--- src/hdl/fetch_cfg_pkg.sv ---
// fetch unit configuration: datapath widths, btb geometry and reset pc
package fetch_cfg_pkg;

  // ==========================================================================
  // datapath
  // ==========================================================================
  localparam int XLEN       = 32;
  localparam int INST_BYTES = 4;    // one rv32 instruction per fetch

  typedef logic [XLEN-1:0] addr_t;
  typedef logic [XLEN-1:0] inst_t;

  // first fetch address out of reset
  localparam addr_t RESET_PC = 32'h0000_1000;

  // ==========================================================================
  // branch target buffer
  // ==========================================================================
  localparam int BTB_ENTRIES = 16;
  localparam int BTB_IDX_W   = $clog2(BTB_ENTRIES);

  // pc bits above the index, byte offset of the word excluded
  localparam int BTB_TAG_W   = XLEN - BTB_IDX_W - 2;

endpackage

--- src/hdl/trap_pkg.sv ---
// trap definitions: commit flush kinds and exception cause codes
package trap_pkg;

  localparam int CAUSE_W = 4;

  typedef logic [CAUSE_W-1:0] cause_t;

  // reason the committer flushed the pipeline
  typedef enum logic [2:0] {
    SILENT_FLUSH = 3'd0,  // resume after the flushing instruction
    REFETCH      = 3'd1,  // replay the flushing instruction
    MRET         = 3'd2,
    SRET         = 3'd3,
    EXCEPTION    = 3'd4   // trap through mtvec or stvec
  } flush_kind_t;

  // ==========================================================================
  // exception causes, standard mcause numbering
  // ==========================================================================
  localparam cause_t CAUSE_INST_MISALIGN    = 4'd0;
  localparam cause_t CAUSE_INST_ACCESS      = 4'd1;
  localparam cause_t CAUSE_ILLEGAL_INST     = 4'd2;
  localparam cause_t CAUSE_ECALL_U          = 4'd8;
  localparam cause_t CAUSE_ECALL_S          = 4'd9;
  localparam cause_t CAUSE_ECALL_M          = 4'd11;
  localparam cause_t CAUSE_INST_PAGE_FAULT  = 4'd12;
  localparam cause_t CAUSE_LOAD_PAGE_FAULT  = 4'd13;
  localparam cause_t CAUSE_STORE_PAGE_FAULT = 4'd15;

endpackage

--- src/hdl/btb_update_if.sv ---
// branch training channel from resolved branches into the btb
`timescale 1ns/10ps

interface btb_update_if #(
  parameter int ADDR_W = 32
);

  logic              valid;   // one-cycle pulse per resolved branch
  logic [ADDR_W-1:0] pc;      // pc of the branch itself
  logic [ADDR_W-1:0] target;
  logic              taken;

  // resolved-branch side
  modport trainer (output valid, pc, target, taken);

  // btb storage side
  modport tbl (input valid, pc, target, taken);

endinterface

--- src/hdl/btb.sv ---
// direct-mapped branch target buffer with combinational lookup and training
`timescale 1ns/10ps

module btb
  import fetch_cfg_pkg::*;
(
  input  logic         i_clk,
  input  logic         i_reset_n,
  btb_update_if.tbl    upd,
  input  addr_t        i_lookup_pc,
  output logic         o_hit,
  output addr_t        o_target
);

  typedef logic [BTB_IDX_W-1:0] idx_t;
  typedef logic [BTB_TAG_W-1:0] tag_t;

  logic [BTB_ENTRIES-1:0] r_valid;
  tag_t                   r_tag    [BTB_ENTRIES];
  addr_t                  r_target [BTB_ENTRIES];

  idx_t w_lookup_idx;
  tag_t w_lookup_tag;
  idx_t w_upd_idx;
  tag_t w_upd_tag;
  logic w_upd_write;
  logic w_upd_clear;

  // ==========================================================================
  // lookup
  // ==========================================================================
  assign w_lookup_idx = i_lookup_pc[2 +: BTB_IDX_W];        // word offset skipped
  assign w_lookup_tag = i_lookup_pc[XLEN-1 -: BTB_TAG_W];

  assign o_hit    = r_valid[w_lookup_idx] & (r_tag[w_lookup_idx] == w_lookup_tag);
  assign o_target = r_target[w_lookup_idx];

  // ==========================================================================
  // training
  // ==========================================================================
  assign w_upd_idx = upd.pc[2 +: BTB_IDX_W];
  assign w_upd_tag = upd.pc[XLEN-1 -: BTB_TAG_W];

  assign w_upd_write = upd.valid & upd.taken;
  // not-taken only evicts its own entry, never an aliased one
  assign w_upd_clear = upd.valid & ~upd.taken & r_valid[w_upd_idx] &
                       (r_tag[w_upd_idx] == w_upd_tag);

  always_ff @(posedge i_clk or negedge i_reset_n) begin
    if (!i_reset_n) begin
      r_valid <= '0;
    end else if (w_upd_write) begin
      r_valid[w_upd_idx] <= 1'b1;
    end else if (w_upd_clear) begin
      r_valid[w_upd_idx] <= 1'b0;
    end
  end

  always_ff @(posedge i_clk) begin
    if (w_upd_write) begin
      r_tag[w_upd_idx]    <= w_upd_tag;
      r_target[w_upd_idx] <= upd.target;
    end
  end

endmodule

--- src/hdl/fetch_sequencer.sv ---
// fetch pc sequencing, wishbone classic read master and decode output register
`timescale 1ns/10ps

module fetch_sequencer
  import fetch_cfg_pkg::*;
(
  input  logic  i_clk,
  input  logic  i_reset_n,
  input  logic  i_redirect,
  input  addr_t i_redirect_pc,
  output addr_t o_lookup_pc,
  input  logic  i_btb_hit,
  input  addr_t i_btb_target,
  output logic  o_wb_cyc,
  output logic  o_wb_stb,
  output addr_t o_wb_adr,
  input  inst_t i_wb_dat,
  input  logic  i_wb_ack,
  output logic  o_inst_valid,
  output addr_t o_inst_pc,
  output inst_t o_inst_data,
  input  logic  i_inst_ready
);

  typedef enum logic {
    IDLE = 1'b0,
    BUS  = 1'b1
  } fetch_state_t;

  fetch_state_t r_state;
  fetch_state_t w_state_next;
  addr_t        r_pc;
  addr_t        w_pc_next;
  logic         r_redir_pend;     // redirect seen while the bus was busy
  addr_t        r_redir_pc;
  logic         r_out_valid;
  addr_t        r_out_pc;
  inst_t        r_out_data;
  logic         w_out_free;
  logic         w_ack;
  logic         w_ack_keep;

  // output register empty, or emptied on this edge
  assign w_out_free = ~r_out_valid | i_inst_ready | i_redirect;
  assign w_ack      = (r_state == BUS) & i_wb_ack;
  assign w_ack_keep = w_ack & ~r_redir_pend & ~i_redirect;   // data not discarded

  // ==========================================================================
  // next state and next pc
  // ==========================================================================
  always_comb begin
    w_state_next = r_state;
    w_pc_next    = r_pc;
    case (r_state)
      IDLE : begin
        if (i_redirect) begin
          w_pc_next = i_redirect_pc;
        end
        if (w_out_free) begin
          w_state_next = BUS;
        end
      end
      BUS : begin
        if (i_wb_ack) begin
          w_state_next = IDLE;                      // cyc drops on the next edge
          if (i_redirect) begin
            w_pc_next = i_redirect_pc;
          end else if (r_redir_pend) begin
            w_pc_next = r_redir_pc;
          end else if (i_btb_hit) begin
            w_pc_next = i_btb_target;
          end else begin
            w_pc_next = r_pc + addr_t'(INST_BYTES);
          end
        end
      end
      default : w_state_next = IDLE;
    endcase
  end

  always_ff @(posedge i_clk or negedge i_reset_n) begin
    if (!i_reset_n) begin
      r_state      <= IDLE;
      r_pc         <= RESET_PC;
      r_redir_pend <= 1'b0;
      r_out_valid  <= 1'b0;
    end else begin
      r_state <= w_state_next;
      r_pc    <= w_pc_next;
      if (w_ack) begin
        r_redir_pend <= 1'b0;
      end else if ((r_state == BUS) & i_redirect) begin
        r_redir_pend <= 1'b1;
      end
      if (i_redirect) begin
        r_out_valid <= 1'b0;
      end else if (w_ack_keep) begin
        r_out_valid <= 1'b1;
      end else if (i_inst_ready) begin
        r_out_valid <= 1'b0;
      end
    end
  end

  // payload, only meaningful under its valid flag
  always_ff @(posedge i_clk) begin
    if ((r_state == BUS) & i_redirect & ~i_wb_ack) begin
      r_redir_pc <= i_redirect_pc;                // newer redirect overwrites
    end
    if (w_ack_keep) begin
      r_out_pc   <= r_pc;
      r_out_data <= i_wb_dat;
    end
  end

  // ==========================================================================
  // outputs
  // ==========================================================================
  assign o_lookup_pc  = r_pc;
  assign o_wb_cyc     = (r_state == BUS);
  assign o_wb_stb     = (r_state == BUS);
  assign o_wb_adr     = r_pc;              // pc only moves on the ack edge
  assign o_inst_valid = r_out_valid;
  assign o_inst_pc    = r_out_pc;
  assign o_inst_data  = r_out_data;

endmodule

--- src/hdl/fetch_unit.sv ---
// instruction fetch front end top: trap targets, btb and fetch sequencer
`timescale 1ns/10ps

module fetch_unit
  import fetch_cfg_pkg::*;
  import trap_pkg::*;
(
  input  logic        i_clk,
  input  logic        i_reset_n,
  // commit flush and csr state
  input  logic        i_cmt_valid,
  input  flush_kind_t i_cmt_kind,
  input  cause_t      i_cmt_cause,
  input  addr_t       i_cmt_epc,
  input  addr_t       i_mtvec,
  input  addr_t       i_stvec,
  input  addr_t       i_mepc,
  input  addr_t       i_sepc,
  input  logic [15:0] i_medeleg,
  // resolved branch
  input  logic        i_br_upd_valid,
  input  addr_t       i_br_upd_pc,
  input  addr_t       i_br_upd_target,    // correct next pc of the branch
  input  logic        i_br_upd_taken,
  input  logic        i_br_upd_mispredict,
  // wishbone instruction bus
  output logic        o_wb_cyc,
  output logic        o_wb_stb,
  output addr_t       o_wb_adr,
  output logic        o_wb_we,
  input  inst_t       i_wb_dat,
  input  logic        i_wb_ack,
  // decode
  output logic        o_inst_valid,
  output addr_t       o_inst_pc,
  output inst_t       o_inst_data,
  input  logic        i_inst_ready
);

  logic  w_br_mispredict;
  logic  w_redirect;
  addr_t w_redirect_pc;
  addr_t w_lookup_pc;
  logic  w_btb_hit;
  addr_t w_btb_target;

  btb_update_if #(.ADDR_W(XLEN)) w_btb_upd_if ();

  assign w_btb_upd_if.valid  = i_br_upd_valid;
  assign w_btb_upd_if.pc     = i_br_upd_pc;
  assign w_btb_upd_if.target = i_br_upd_target;
  assign w_btb_upd_if.taken  = i_br_upd_taken;

  assign w_br_mispredict = i_br_upd_valid & i_br_upd_mispredict;
  assign o_wb_we         = 1'b0;                         // read-only master

  trap_target_calc trap_target_calc_i (
    .i_cmt_valid     (i_cmt_valid),
    .i_cmt_kind      (i_cmt_kind),
    .i_cmt_cause     (i_cmt_cause),
    .i_cmt_epc       (i_cmt_epc),
    .i_mtvec         (i_mtvec),
    .i_stvec         (i_stvec),
    .i_mepc          (i_mepc),
    .i_sepc          (i_sepc),
    .i_medeleg       (i_medeleg),
    .i_br_mispredict (w_br_mispredict),
    .i_br_target     (i_br_upd_target),
    .o_redirect      (w_redirect),
    .o_redirect_pc   (w_redirect_pc)
  );

  btb btb_i (
    .i_clk       (i_clk),
    .i_reset_n   (i_reset_n),
    .upd         (w_btb_upd_if.tbl),
    .i_lookup_pc (w_lookup_pc),
    .o_hit       (w_btb_hit),
    .o_target    (w_btb_target)
  );

  fetch_sequencer fetch_sequencer_i (
    .i_clk         (i_clk),
    .i_reset_n     (i_reset_n),
    .i_redirect    (w_redirect),
    .i_redirect_pc (w_redirect_pc),
    .o_lookup_pc   (w_lookup_pc),
    .i_btb_hit     (w_btb_hit),
    .i_btb_target  (w_btb_target),
    .o_wb_cyc      (o_wb_cyc),
    .o_wb_stb      (o_wb_stb),
    .o_wb_adr      (o_wb_adr),
    .i_wb_dat      (i_wb_dat),
    .i_wb_ack      (i_wb_ack),
    .o_inst_valid  (o_inst_valid),
    .o_inst_pc     (o_inst_pc),
    .o_inst_data   (o_inst_data),
    .i_inst_ready  (i_inst_ready)
  );

endmodule

--- src/hdl/trap_target_calc.sv ---
// redirect target selection for committed flushes, traps and mispredicts
`timescale 1ns/10ps

module trap_target_calc
  import fetch_cfg_pkg::*;
  import trap_pkg::*;
(
  input  logic        i_cmt_valid,
  input  flush_kind_t i_cmt_kind,
  input  cause_t      i_cmt_cause,
  input  addr_t       i_cmt_epc,
  input  addr_t       i_mtvec,
  input  addr_t       i_stvec,
  input  addr_t       i_mepc,
  input  addr_t       i_sepc,
  input  logic [15:0] i_medeleg,
  input  logic        i_br_mispredict,
  input  addr_t       i_br_target,
  output logic        o_redirect,
  output addr_t       o_redirect_pc
);

  addr_t w_trap_vec;

  // delegated causes go to supervisor mode
  assign w_trap_vec = i_medeleg[i_cmt_cause] ? i_stvec : i_mtvec;

  assign o_redirect = i_cmt_valid | i_br_mispredict;

  always_comb begin
    o_redirect_pc = i_br_target;                  // mispredict unless commit wins
    if (i_cmt_valid) begin
      case (i_cmt_kind)
        SILENT_FLUSH : o_redirect_pc = i_cmt_epc + addr_t'(INST_BYTES);
        REFETCH      : o_redirect_pc = i_cmt_epc;
        MRET         : o_redirect_pc = i_mepc;
        SRET         : o_redirect_pc = i_sepc;
        EXCEPTION    : o_redirect_pc = {w_trap_vec[XLEN-1:2], 2'b00};  // mode bits dropped
        default      : o_redirect_pc = i_cmt_epc;
      endcase
    end
  end

endmodule

--- config.mk ---
export PLATFORM = sky130hd
export DESIGN_NAME = fetch_unit
export DESIGN_NICKNAME = d
export VERILOG_FILES = /design/src/hdl/fetch_cfg_pkg.sv /design/src/hdl/trap_pkg.sv /design/src/hdl/btb_update_if.sv /design/src/hdl/btb.sv /design/src/hdl/fetch_sequencer.sv /design/src/hdl/fetch_unit.sv /design/src/hdl/trap_target_calc.sv
export SDC_FILE = /design/constraint.sdc
export NUM_CORES = 1
export LEC_CHECK = 0
export BUFFER_PORTS_ARGS = -buffer_cell sky130_fd_sc_hd__buf_2
export CORE_ASPECT_RATIO = 0.9
export CORE_MARGIN = 5
export CORE_UTILIZATION = 45
export DETAILED_ROUTE_END_ITERATION = 10
export PLACE_DENSITY = 0.59
export SYNTH_ARGS = -nofsm -noshare
export SYNTH_HDL_FRONTEND = slang
export SYNTH_SLANG_ARGS = --single-unit
--- constraint.sdc ---
create_clock -name i_clk -period 5.7 [get_ports i_clk]
set_clock_uncertainty 0.05 [all_clocks]
set_input_delay 0.855 -clock i_clk [delete_from_list [all_inputs] [get_ports i_clk]]
set_output_delay 0.855 -clock i_clk [all_outputs]
set_load 0.02 [all_outputs]
=== Word-level counts from Yosys, hierarchy flattened ===
Memory sizes are Yosys's and may differ from the RTL's.
Cells that the tools add are included.

* Bits in registers: 147
* Latch bits: 0
* Memory bits (writable): 928
* Memory bits (read-only): 0
* Bits of input ports: 287
* Output and inout bits: 100
* Word-level logic and storage cells: 81
* Memories kept: 2

{| class="wikitable"
|+ Memory list
! name !! words !! bits a word !! rd ports !! clocked after Yosys merged registers in !! wr ports !! RTL line !! text
|-
| btb_i.r_target || 16 || 32 || 1 || 0 || 1 || btb.sv:20 || <nowiki>addr_t r_target [BTB_ENTRIES];</nowiki>
|-
| btb_i.r_tag || 16 || 26 || 2 || 0 || 1 || btb.sv:19 || <nowiki>tag_t r_tag [BTB_ENTRIES];</nowiki>
|}

* Add/subtract/negate cells: 2
* $mul: 0
* Divide/modulo/power cells: 0
* $lt $le $gt $ge: 4
* Eq/ne operators: 7
* Shifts and indexed selects: 0
* Muxes and demuxes: 29
* Bitwise logic cells: 23
* Reductions and logical operators: 6

{| class="wikitable"
|+ Operators by type and width
! kind !! count
|-
| two-way mux 32 bit || 7
|-
| one-hot mux 32 bit (4 select lines) || 1
|-
| adder 32 x 3 -> 32 bit, second input constant || 2
|-
| one-hot mux 32 bit (2 select lines) || 1
|-
| equality test 26 bit || 2
|-
| two-way mux 16 bit || 2
|-
| bitwise AND 16 bit || 1
|-
| inverter 16 bit || 1
|-
| bitwise OR 16 bit || 1
|-
| less-than comparator 4 x 5 -> 1 bit, second input constant || 3
|-
| two-way mux 1 bit || 13
|-
| binary-select mux 1 bit (select 4 bit) || 3
|-
| bitwise AND 1 bit || 11
|-
| equality test 3 x 2 -> 1 bit, second input constant || 2
|-
| inverter 1 bit || 6
|-
| demux 1 bit (select 4 bit) || 1
|-
| greater-or-equal comparator 4 x 1 -> 1 bit, second input constant || 1
|-
| nonzero test 2 bit || 2
|-
| equality test 3 bit, second input constant || 1
|-
| zero test 3 bit || 1
|-
| bitwise OR 1 bit || 3
|-
| nonzero test 3 bit || 1
|-
| inequality test 2 x 1 -> 1 bit, second input constant || 1
|-
| inequality test 2 bit, second input constant || 1
|-
| 3 further kinds || 3
|}

=== Depth between registers and ports, before layout ===
Gate-level depths: netlist of run 1.

* Depth after elaboration: 8
* Mapped depth: 15
* Gate-level depth less buffers: 10

=== Hierarchy ===
A second synthesis of run 1 with hierarchy kept.

* Cells, all modules: 2784
* Area total of the unflattened synthesis: 48906.9 µm²

{| class="wikitable"
|+ Modules (own cells, without submodules)
! module !! instances !! cells an instance !! area an instance (µm²) !! sequential area each (µm²)
|-
| btb || 1 || 1803 || 40033.4 || 28267.1
|-
| fetch_sequencer || 1 || 501 || 6035.8 || 3759.9
|-
| trap_target_calc || 1 || 477 || 2820.2 || 0.0
|-
| fetch_unit || 1 || 3 || 17.5 || 0.0
|}

=== Least setup slack after synthesis of run 1 ===
Ideal clock, no wire load.

* Path kind: input to register
* From: input port i_br_upd_pc[3]
* To: memory btb_i.r_tag[2][0] (netlist bit) (enable)
* Library setup time: 0.547 ns
* Arrival: 6.037 ns
* Slack: -0.934 ns
* Stages on the path: 5
* Path buffers: 3
* Cells stage by stage: clkbuf_1 -> clkbuf_1 -> clkbuf_1 -> nand4b_1 -> nor3_1

{| class="wikitable"
|+ RTL lines
! element !! RTL line !! text
|-
| start: declaration || fetch_unit.sv:22 || <nowiki>input addr_t i_br_upd_pc,</nowiki>
|-
| end: declaration || btb.sv:19 ||
|}

Straight into the memory's write port.

=== Final worst setup path of run 1 ===
* From: register fetch_sequencer_i.r_pc[2], in the netlist fetch_sequencer_i.o_lookup_pc[2]
* To: register fetch_sequencer_i.r_pc[1], in the netlist fetch_sequencer_i.o_lookup_pc[1]

* Word-level cells in the longest chain between the ends: 8
* Elaborated cells on any way between the ends: 11

{| class="wikitable"
|+ Ends and longest elaborated chain
! element !! RTL line !! text
|-
| start: declaration || fetch_sequencer.sv:32 || <nowiki>addr_t r_pc;</nowiki>
|-
| start signal: assignment || fetch_sequencer.sv:89 || <nowiki>r_pc <= w_pc_next;</nowiki>
|-
| memory (16 x 26 bit) / binary-select mux 1 bit (select 4 bit) (equally long branches) || - ||
|-
| equality test 26 bit / two-way mux 1 bit (equally long branches) || btb.sv:35 || <nowiki>assign o_hit = r_valid[w_lookup_idx] & (r_tag[w_lookup_idx] == w_lookup_tag);</nowiki>
|-
| bitwise AND 1 bit || btb.sv:35 ||
|-
| two-way mux 32 bit (*) || fetch_sequencer.sv:70 || <nowiki>end else if (i_btb_hit) begin</nowiki>
|-
| two-way mux 32 bit (*) || fetch_sequencer.sv:68 || <nowiki>end else if (r_redir_pend) begin</nowiki>
|-
| two-way mux 32 bit (*) || fetch_sequencer.sv:66 || <nowiki>if (i_redirect) begin</nowiki>
|-
| two-way mux 32 bit (*) || fetch_sequencer.sv:64 || <nowiki>if (i_wb_ack) begin</nowiki>
|-
| one-hot mux 32 bit (2 select lines) (*) || fetch_sequencer.sv:54 || <nowiki>case (r_state)</nowiki>
|}

Every way passes the cells marked *; elsewhere a longest branch is shown, timed or not. The select of a mux whose other input is x is not followed.
A chain may end at the register's enable or synchronous reset.

==> results.txt, run 1 <==
Status - finished clean
Placed insts - 4444
Gpl congestion - 0.9315
Drt total wl - 153.5 mm
Final period util - 80.67%
Top FF cell, synth - edfxtp_1
Sw Ratio - 27.32%
I/O pin cnt - 387
Syn avg cell area - 18.06 um^2
Worst-case reg-to-reg path depth - 10
Mapped Cells - 2683
Remaining antenna violation count - 0
CTS max path bufs - 3
Top-area cell type share of the netlist area - 63.47%
Initial Utilization - 45.23%
# DRC - 0
GRT Total Usage - 26.60%
Netlist Area Pre-Place - 0.04845 mm^2
PortBufs - 379
Avg WL per Cell - 32.94 um
Logic pwr share - 17.7%
Dpl ws - 0.5921 ns
First-pass GRT wire length - 218.2 mm
Slew @ Worst Pin - 1.084 ns
Max Cap Viol - 0
GRT Residual Overflow - 0
Row cnt - 114
Post-route insts no fill - 4659
Yosys reg bits - 1075
Iter 0 DRT Violations - 3605
# hold bufs at CTS - 0
CP Max Fanout - 35
Slew HR - 27.71%
Reg-to-Reg Start - fetch_sequencer_i.o_lookup_pc[2]
Most common cell after layout, fill and taps aside - edfxtp_1
Ys Warns - 0
Crit. End Element - flop
Final instance area - 0.05623 mm^2
Largest net degree at the start of global routing - 91
Setup_tns - 0 ns
Root Driver - clkbuf_16
Final Hold Vio Count - 0
# setup viols final - 0
Arrival @ worst endpoint - 5.14 ns
Total die area - 0.1143 mm^2
Asr flop ratio synth - 4.744%
H-tree levels - 3
DIE WIDTH - 355.9 um
Via count - 29300
Worst Hold Margin - 0.2168 ns
Yosys cell types - 86
Register-to-register setup slack - 1.10 ns
Most frequent cells in the layout - 1024 x edfxtp_1, 380 x mux4_2, 376 x buf_2, 129 x mux2i_1, 113 x clkbuf_16
Startpoint Class - flop
Seq pwr share - 45.8%
Largest cells by area after synthesis - edfxtp_1 63%, mux4_2 18%, mux2i_1 2.7%
Clk pwr share - 36.5%
Total Power - 19.90 mW
Sequential-to-total area share from yosys stat - 66.11%
Initial antenna violation count - 19
RSZ-0062 raised after global routing - false
Share of post-route cells with drive strength above 1 - 34.00%
Vias per inst - 6.290
Post-synth EDFFs - 1024
Final core utilization - 52.49%
Internal - 14.46 mW
Area grow syn2layout - 16.07%
Critical path class - reg2reg
DR pass1 iterations - 6
Die H - 321.3 um
Worst EP required - 6.25 ns
Syn Nets - 2972
Clock slew at reported path FFs - 0.06 ns
Worst R2R End - fetch_sequencer_i.o_lookup_pc[1]
Clk sink count - 1075
Core ar. - 0.1071 mm^2
Area leader, netlist - edfxtp_1
Vias in the first global route - 29590
CTS buffer count - 112
Final HPWL DP - 98.88 mm
Final-stage net count - 3397
Maximum clock frequency - 0.2175 GHz
Peak supply drop - 0.0002548 V
Clk Latency, worst-skew pair - 0.73 ns
Post-CTS Resized - 0
LEAKAGE - 18.82 nW
Max-slew violations - 0
Worst Hold Class - in2async
Final worst path period need - 4.598 ns
Area post-placement - 0.05257 mm^2
Final setup margin - 1.102 ns
Switch Pwr - 5.436 mW
Post-CTS setup buffers - 0
CTS tree - done
Power per cell area - 353.8 mW/mm^2
[critical path, stage by stage, from the launching register on]
cell,delay (ns)
dfrtp_4,0.87
buf_4,0.33
mux4_2,0.55
mux2i_1,0.36
xnor2_1,0.14
a2111oi_0,0.51
nand4_1,0.24
nor4_4,0.45
nand3b_4,0.26
a21oi_1,0.30
mux2_2,0.36
[registers in the layout, indices dropped and copies added, names as in the netlist, named ones only]
| signal | flops |
|---|---|
| btb_i.r_target | 512 |
| btb_i.r_tag | 416 |
| fetch_sequencer_i.o_inst_data | 32 |
| fetch_sequencer_i.o_wb_cyc | 1 |
| fetch_sequencer_i.o_lookup_pc | 32 |
| fetch_sequencer_i.o_inst_valid | 1 |
| fetch_sequencer_i.o_inst_pc | 32 |
| fetch_sequencer_i.r_redir_pc | 32 |
| fetch_sequencer_i.r_redir_pend | 1 |
[worst max path at each step]
stage	to	start	depth (start not counted)
after global routing	fetch_sequencer_i.o_lookup_pc[0]	fetch_sequencer_i.o_lookup_pc[2]	10
after global placement	flop	i_br_upd_pc[2]	11
after detailed placement	flop	i_br_upd_pc[2]	11
after floorplan	btb_i.r_tag[10][0]	i_br_upd_pc[3]	5
after CTS	o_wb_adr[2]	fetch_sequencer_i.o_lookup_pc[2]	3
final	fetch_sequencer_i.o_lookup_pc[1]	fetch_sequencer_i.o_lookup_pc[2]	10
[metal layers]
metal  vias up  wire length [um]  global-route usage (%)
met5         -               121                       0
met4        16              4034                   6.898
met3       240             14620                   6.038
met2      1514             72500                   42.08
met1     15520             62210                   37.87
li1      12010                 -                       -
[layout make-up]
class                           count  area [um^2]
Fill cell                        8609        50890
Sequential cell                  1075        32040
Multi-Input combinational cell   1378        15510
Timing Repair Buffer              493         3027
Clock buffer                      141         2943
Tap cell                         1450         1814
Clock inverter                     68        698.2
Inverter                           48        183.9
Antenna cell                        6        15.01
[power by group through the flow]
stage / registers [mW] / logic, mW / clock network (mW)
5_1_grt: 9.13 / 3.71 / 7.73
3_5_place_dp: 9.28 / 3.50 / 0
3_3_place_gp: 9.26 / 3.47 / 0
6_report: 9.11 / 3.52 / 7.26
2_1_floorplan: 9.18 / 2.18 / 0
4_1_cts: 9.11 / 3.52 / 7.37
[cell usage after synthesis (all sizes together), types with 17 or more instances]
cell type / number
edfxtp: 1024
mux4: 382
mux2i: 129
nand2: 107
clkbuf: 93
buf: 89
nor2: 85
xnor2: 80
o21ai: 76
a21oi: 68
dfrtp: 50
nand3: 47
inv: 46
a22oi: 35
o22ai: 34
nor3: 32
nand4: 27
a211oi: 21
o22a: 19
nor2b: 17
[kinds of logic after synthesis]
kind of cell | synth area share [%]
DFF | 66.11
muxes | 20.77
and+or+nand+nor | 3.988
AOI/OAI and AO/OA | 5.230
buffers and inverters | 2.185
xor gates and xnor gates | 1.663
adders and majority gates | 0.05165
other | 0.007741
Power figures use the tool's default switching activity.
==> run 2: changes to the inputs <==
Settings changed: PLACE_DENSITY 0.59 to 0.61.
Clock period 5.7 ns to 3.7 ns, I/O delays scaled along.
==> results.txt, run 2 (same netlist as run 1, synthesis figures left out) <==
Status - finished with violations
Failing checks - setup timing
RSZ-0062 raised after global routing - true
Die H - 321.3 um
Largest net degree at the start of global routing - 55
Most common cell after layout, fill and taps aside - edfxtp_1
Share of post-route cells with drive strength above 1 - 37.58%
Drt total wl - 155.2 mm
Startpoint Class - flop
Slew HR - 29.60%
LEAKAGE - 20.04 nW
H-tree levels - 3
Fill count - 8323
Setup_tns - -2.320 ns
Regs by FF count - btb_i.r_target (512), btb_i.r_tag (416)
Clock slew at reported path FFs - 0.07 ns
Remaining antenna violation count - 0
Biggest register - btb_i.r_target
Gpl congestion - 0.9090
Post-route insts no fill - 4857
Area post-placement - 0.05396 mm^2
Final-stage net count - 3597
Worst hold endpoint - fetch_sequencer_i.o_wb_cyc
Final period util - 104.0%
Critical path class - reg2reg
Worst Hold Class - in2reg
Worst EP required - 4.26 ns
Clk pwr share - 36.0%
CTS buffer count - 108
DIE WIDTH - 355.9 um
Row cnt - 114
Worst R2R End - fetch_sequencer_i.o_lookup_pc[25]
CP Max Fanout - 8
PortBufs - 379
Internal - 23.00 mW
Register-to-register setup slack - -0.15 ns
Most frequent cells in the layout - 1024 x edfxtp_1, 380 x mux4_2, 377 x buf_2, 214 x buf_4, 124 x mux2i_1
Crit. End Element - flop
Placed insts - 4586
Initial antenna violation count - 22
GRT Residual Overflow - 0
# DRC - 0
Final instance area - 0.05859 mm^2
Clk sink count - 1075
Max-slew violations - 0
Hold Path Origin - i_wb_ack
Maximum clock frequency - 0.2599 GHz
Initial Utilization - 45.23%
Via count - 30310
DR pass1 iterations - 5
Seq pwr share - 44.2%
Area grow syn2layout - 20.95%
Final setup margin - -0.1473 ns
Power per cell area - 536.9 mW/mm^2
Peak supply drop - 0.0004159 V
First-pass GRT wire length - 220.9 mm
Worst Hold Path Cells - 2
# setup viols final - 28
I/O pin cnt - 387
Total die area - 0.1143 mm^2
Vias per inst - 6.241
Worst-case reg-to-reg path depth - 14
Final HPWL DP - 102.1 mm
GRT Total Usage - 26.84%
CTS max path bufs - 3
Avg WL per Cell - 31.96 um
Arrival @ worst endpoint - 4.40 ns
Max reg flops - 512
Logic pwr share - 19.8%
Final Hold Vio Count - 0
Core ar. - 0.1071 mm^2
Reg-to-Reg Start - fetch_sequencer_i.o_lookup_pc[2]
Switch Pwr - 8.461 mW
Iter 0 DRT Violations - 3608
Root Driver - clkbuf_16
Max Cap Viol - 0
Vias in the first global route - 30810
CTS tree - done
Final worst path period need - 3.847 ns
Slew @ Worst Pin - 1.056 ns
Clk Latency, worst-skew pair - 0.72 ns
Total Power - 31.46 mW
Sw Ratio - 26.89%
## run 2: power groups by stage
| stage | sequential [mW] | combinational (mW) | clock (mW) |
|---|---|---|---|
| final | 13.9 | 6.24 | 11.3 |
| after global routing | 13.9 | 6.55 | 12.0 |
| after CTS | 13.9 | 6.19 | 11.5 |
| after detailed placement | 14.2 | 5.89 | 0 |
| after global placement | 14.2 | 5.83 | 0 |
| after floorplan | 14.1 | 3.37 | 0 |
## run 2: worst max-delay path, cell delays in order (launching register included)
cell      delay, ns
dfrtp_4        0.43
buf_12         0.17
buf_4          0.24
mux4_2         0.54
a22oi_1        0.20
nand2_1        0.24
xnor2_1        0.22
nand4_1        0.21
nor4_4         0.38
buf_4          0.19
buf_12         0.10
nand3b_4       0.15
buf_12         0.19
mux2i_4        0.19
a211oi_2       0.21
## run 2: layout make-up
type / count / area [um^2] / share of cell area, %
Inverter: 48 / 181.4 / 0.3096
Sequential cell: 1075 / 32040 / 54.68
Clock buffer: 128 / 2778 / 4.740
Clock inverter: 69 / 874.6 / 1.493
Antenna cell: 12 / 30.03 / 0.05125
Multi-Input combinational cell: 1378 / 15660 / 26.73
Timing Repair Buffer: 697 / 5218 / 8.904
Tap cell: 1450 / 1814 / 3.096
## run 2: how the worst max path moves through the flow
stage                                           from                                 to  slack (ns)
global route        fetch_sequencer_i.o_lookup_pc[2]  fetch_sequencer_i.o_lookup_pc[25]       -0.24
CTS                 fetch_sequencer_i.o_lookup_pc[2]  fetch_sequencer_i.o_lookup_pc[19]       -0.11
floorplan                             i_br_upd_pc[2]                  btb_i.r_tag[8][0]       -0.80
global placement                      i_br_upd_pc[2]                               flop       -0.70
detailed placement                    i_br_upd_pc[2]                               flop       -0.77
finish              fetch_sequencer_i.o_lookup_pc[2]  fetch_sequencer_i.o_lookup_pc[25]       -0.15
## run 2: per-layer routing
| metal | vias to the layer above | share of wire, % | global-route usage (%) |
|---|---|---|---|
| met3 | 216 | 11 | 6.724 |
| met2 | 1704 | 47 | 42.86 |
| li1 | 12420 | - | - |
| met1 | 15970 | 40 | 37.70 |
| met4 | 4 | 2.3 | 6.274 |
| met5 | - | 0.021 | 0 |
## run 2: stage by stage
stage	hold slack [ns]	utilization (%)	setup slack [ns]
floorplan	0.2094	-	-0.8041
global placement	0.4168	50.38	-0.7010
detailed placement	0.4414	50.38	-0.7672
CTS	0.04677	54.60	-0.1101
global route	0.07451	54.68	-0.2378
finish	0.09277	54.70	-0.1473
## run 2: timing repair
| item | in CTS | in global routing |
|---|---|---|
| pin swaps | 26 | 7 |
| endpoints found under the hold margin | 66 | 0 |
| setup buffers | 22 | 6 |
| resized for setup | 55 | 11 |
| hold buffers | 33 | 0 |
| setup endpoints to repair | 35 | 44 |
| gates cloned | 2 | 0 |
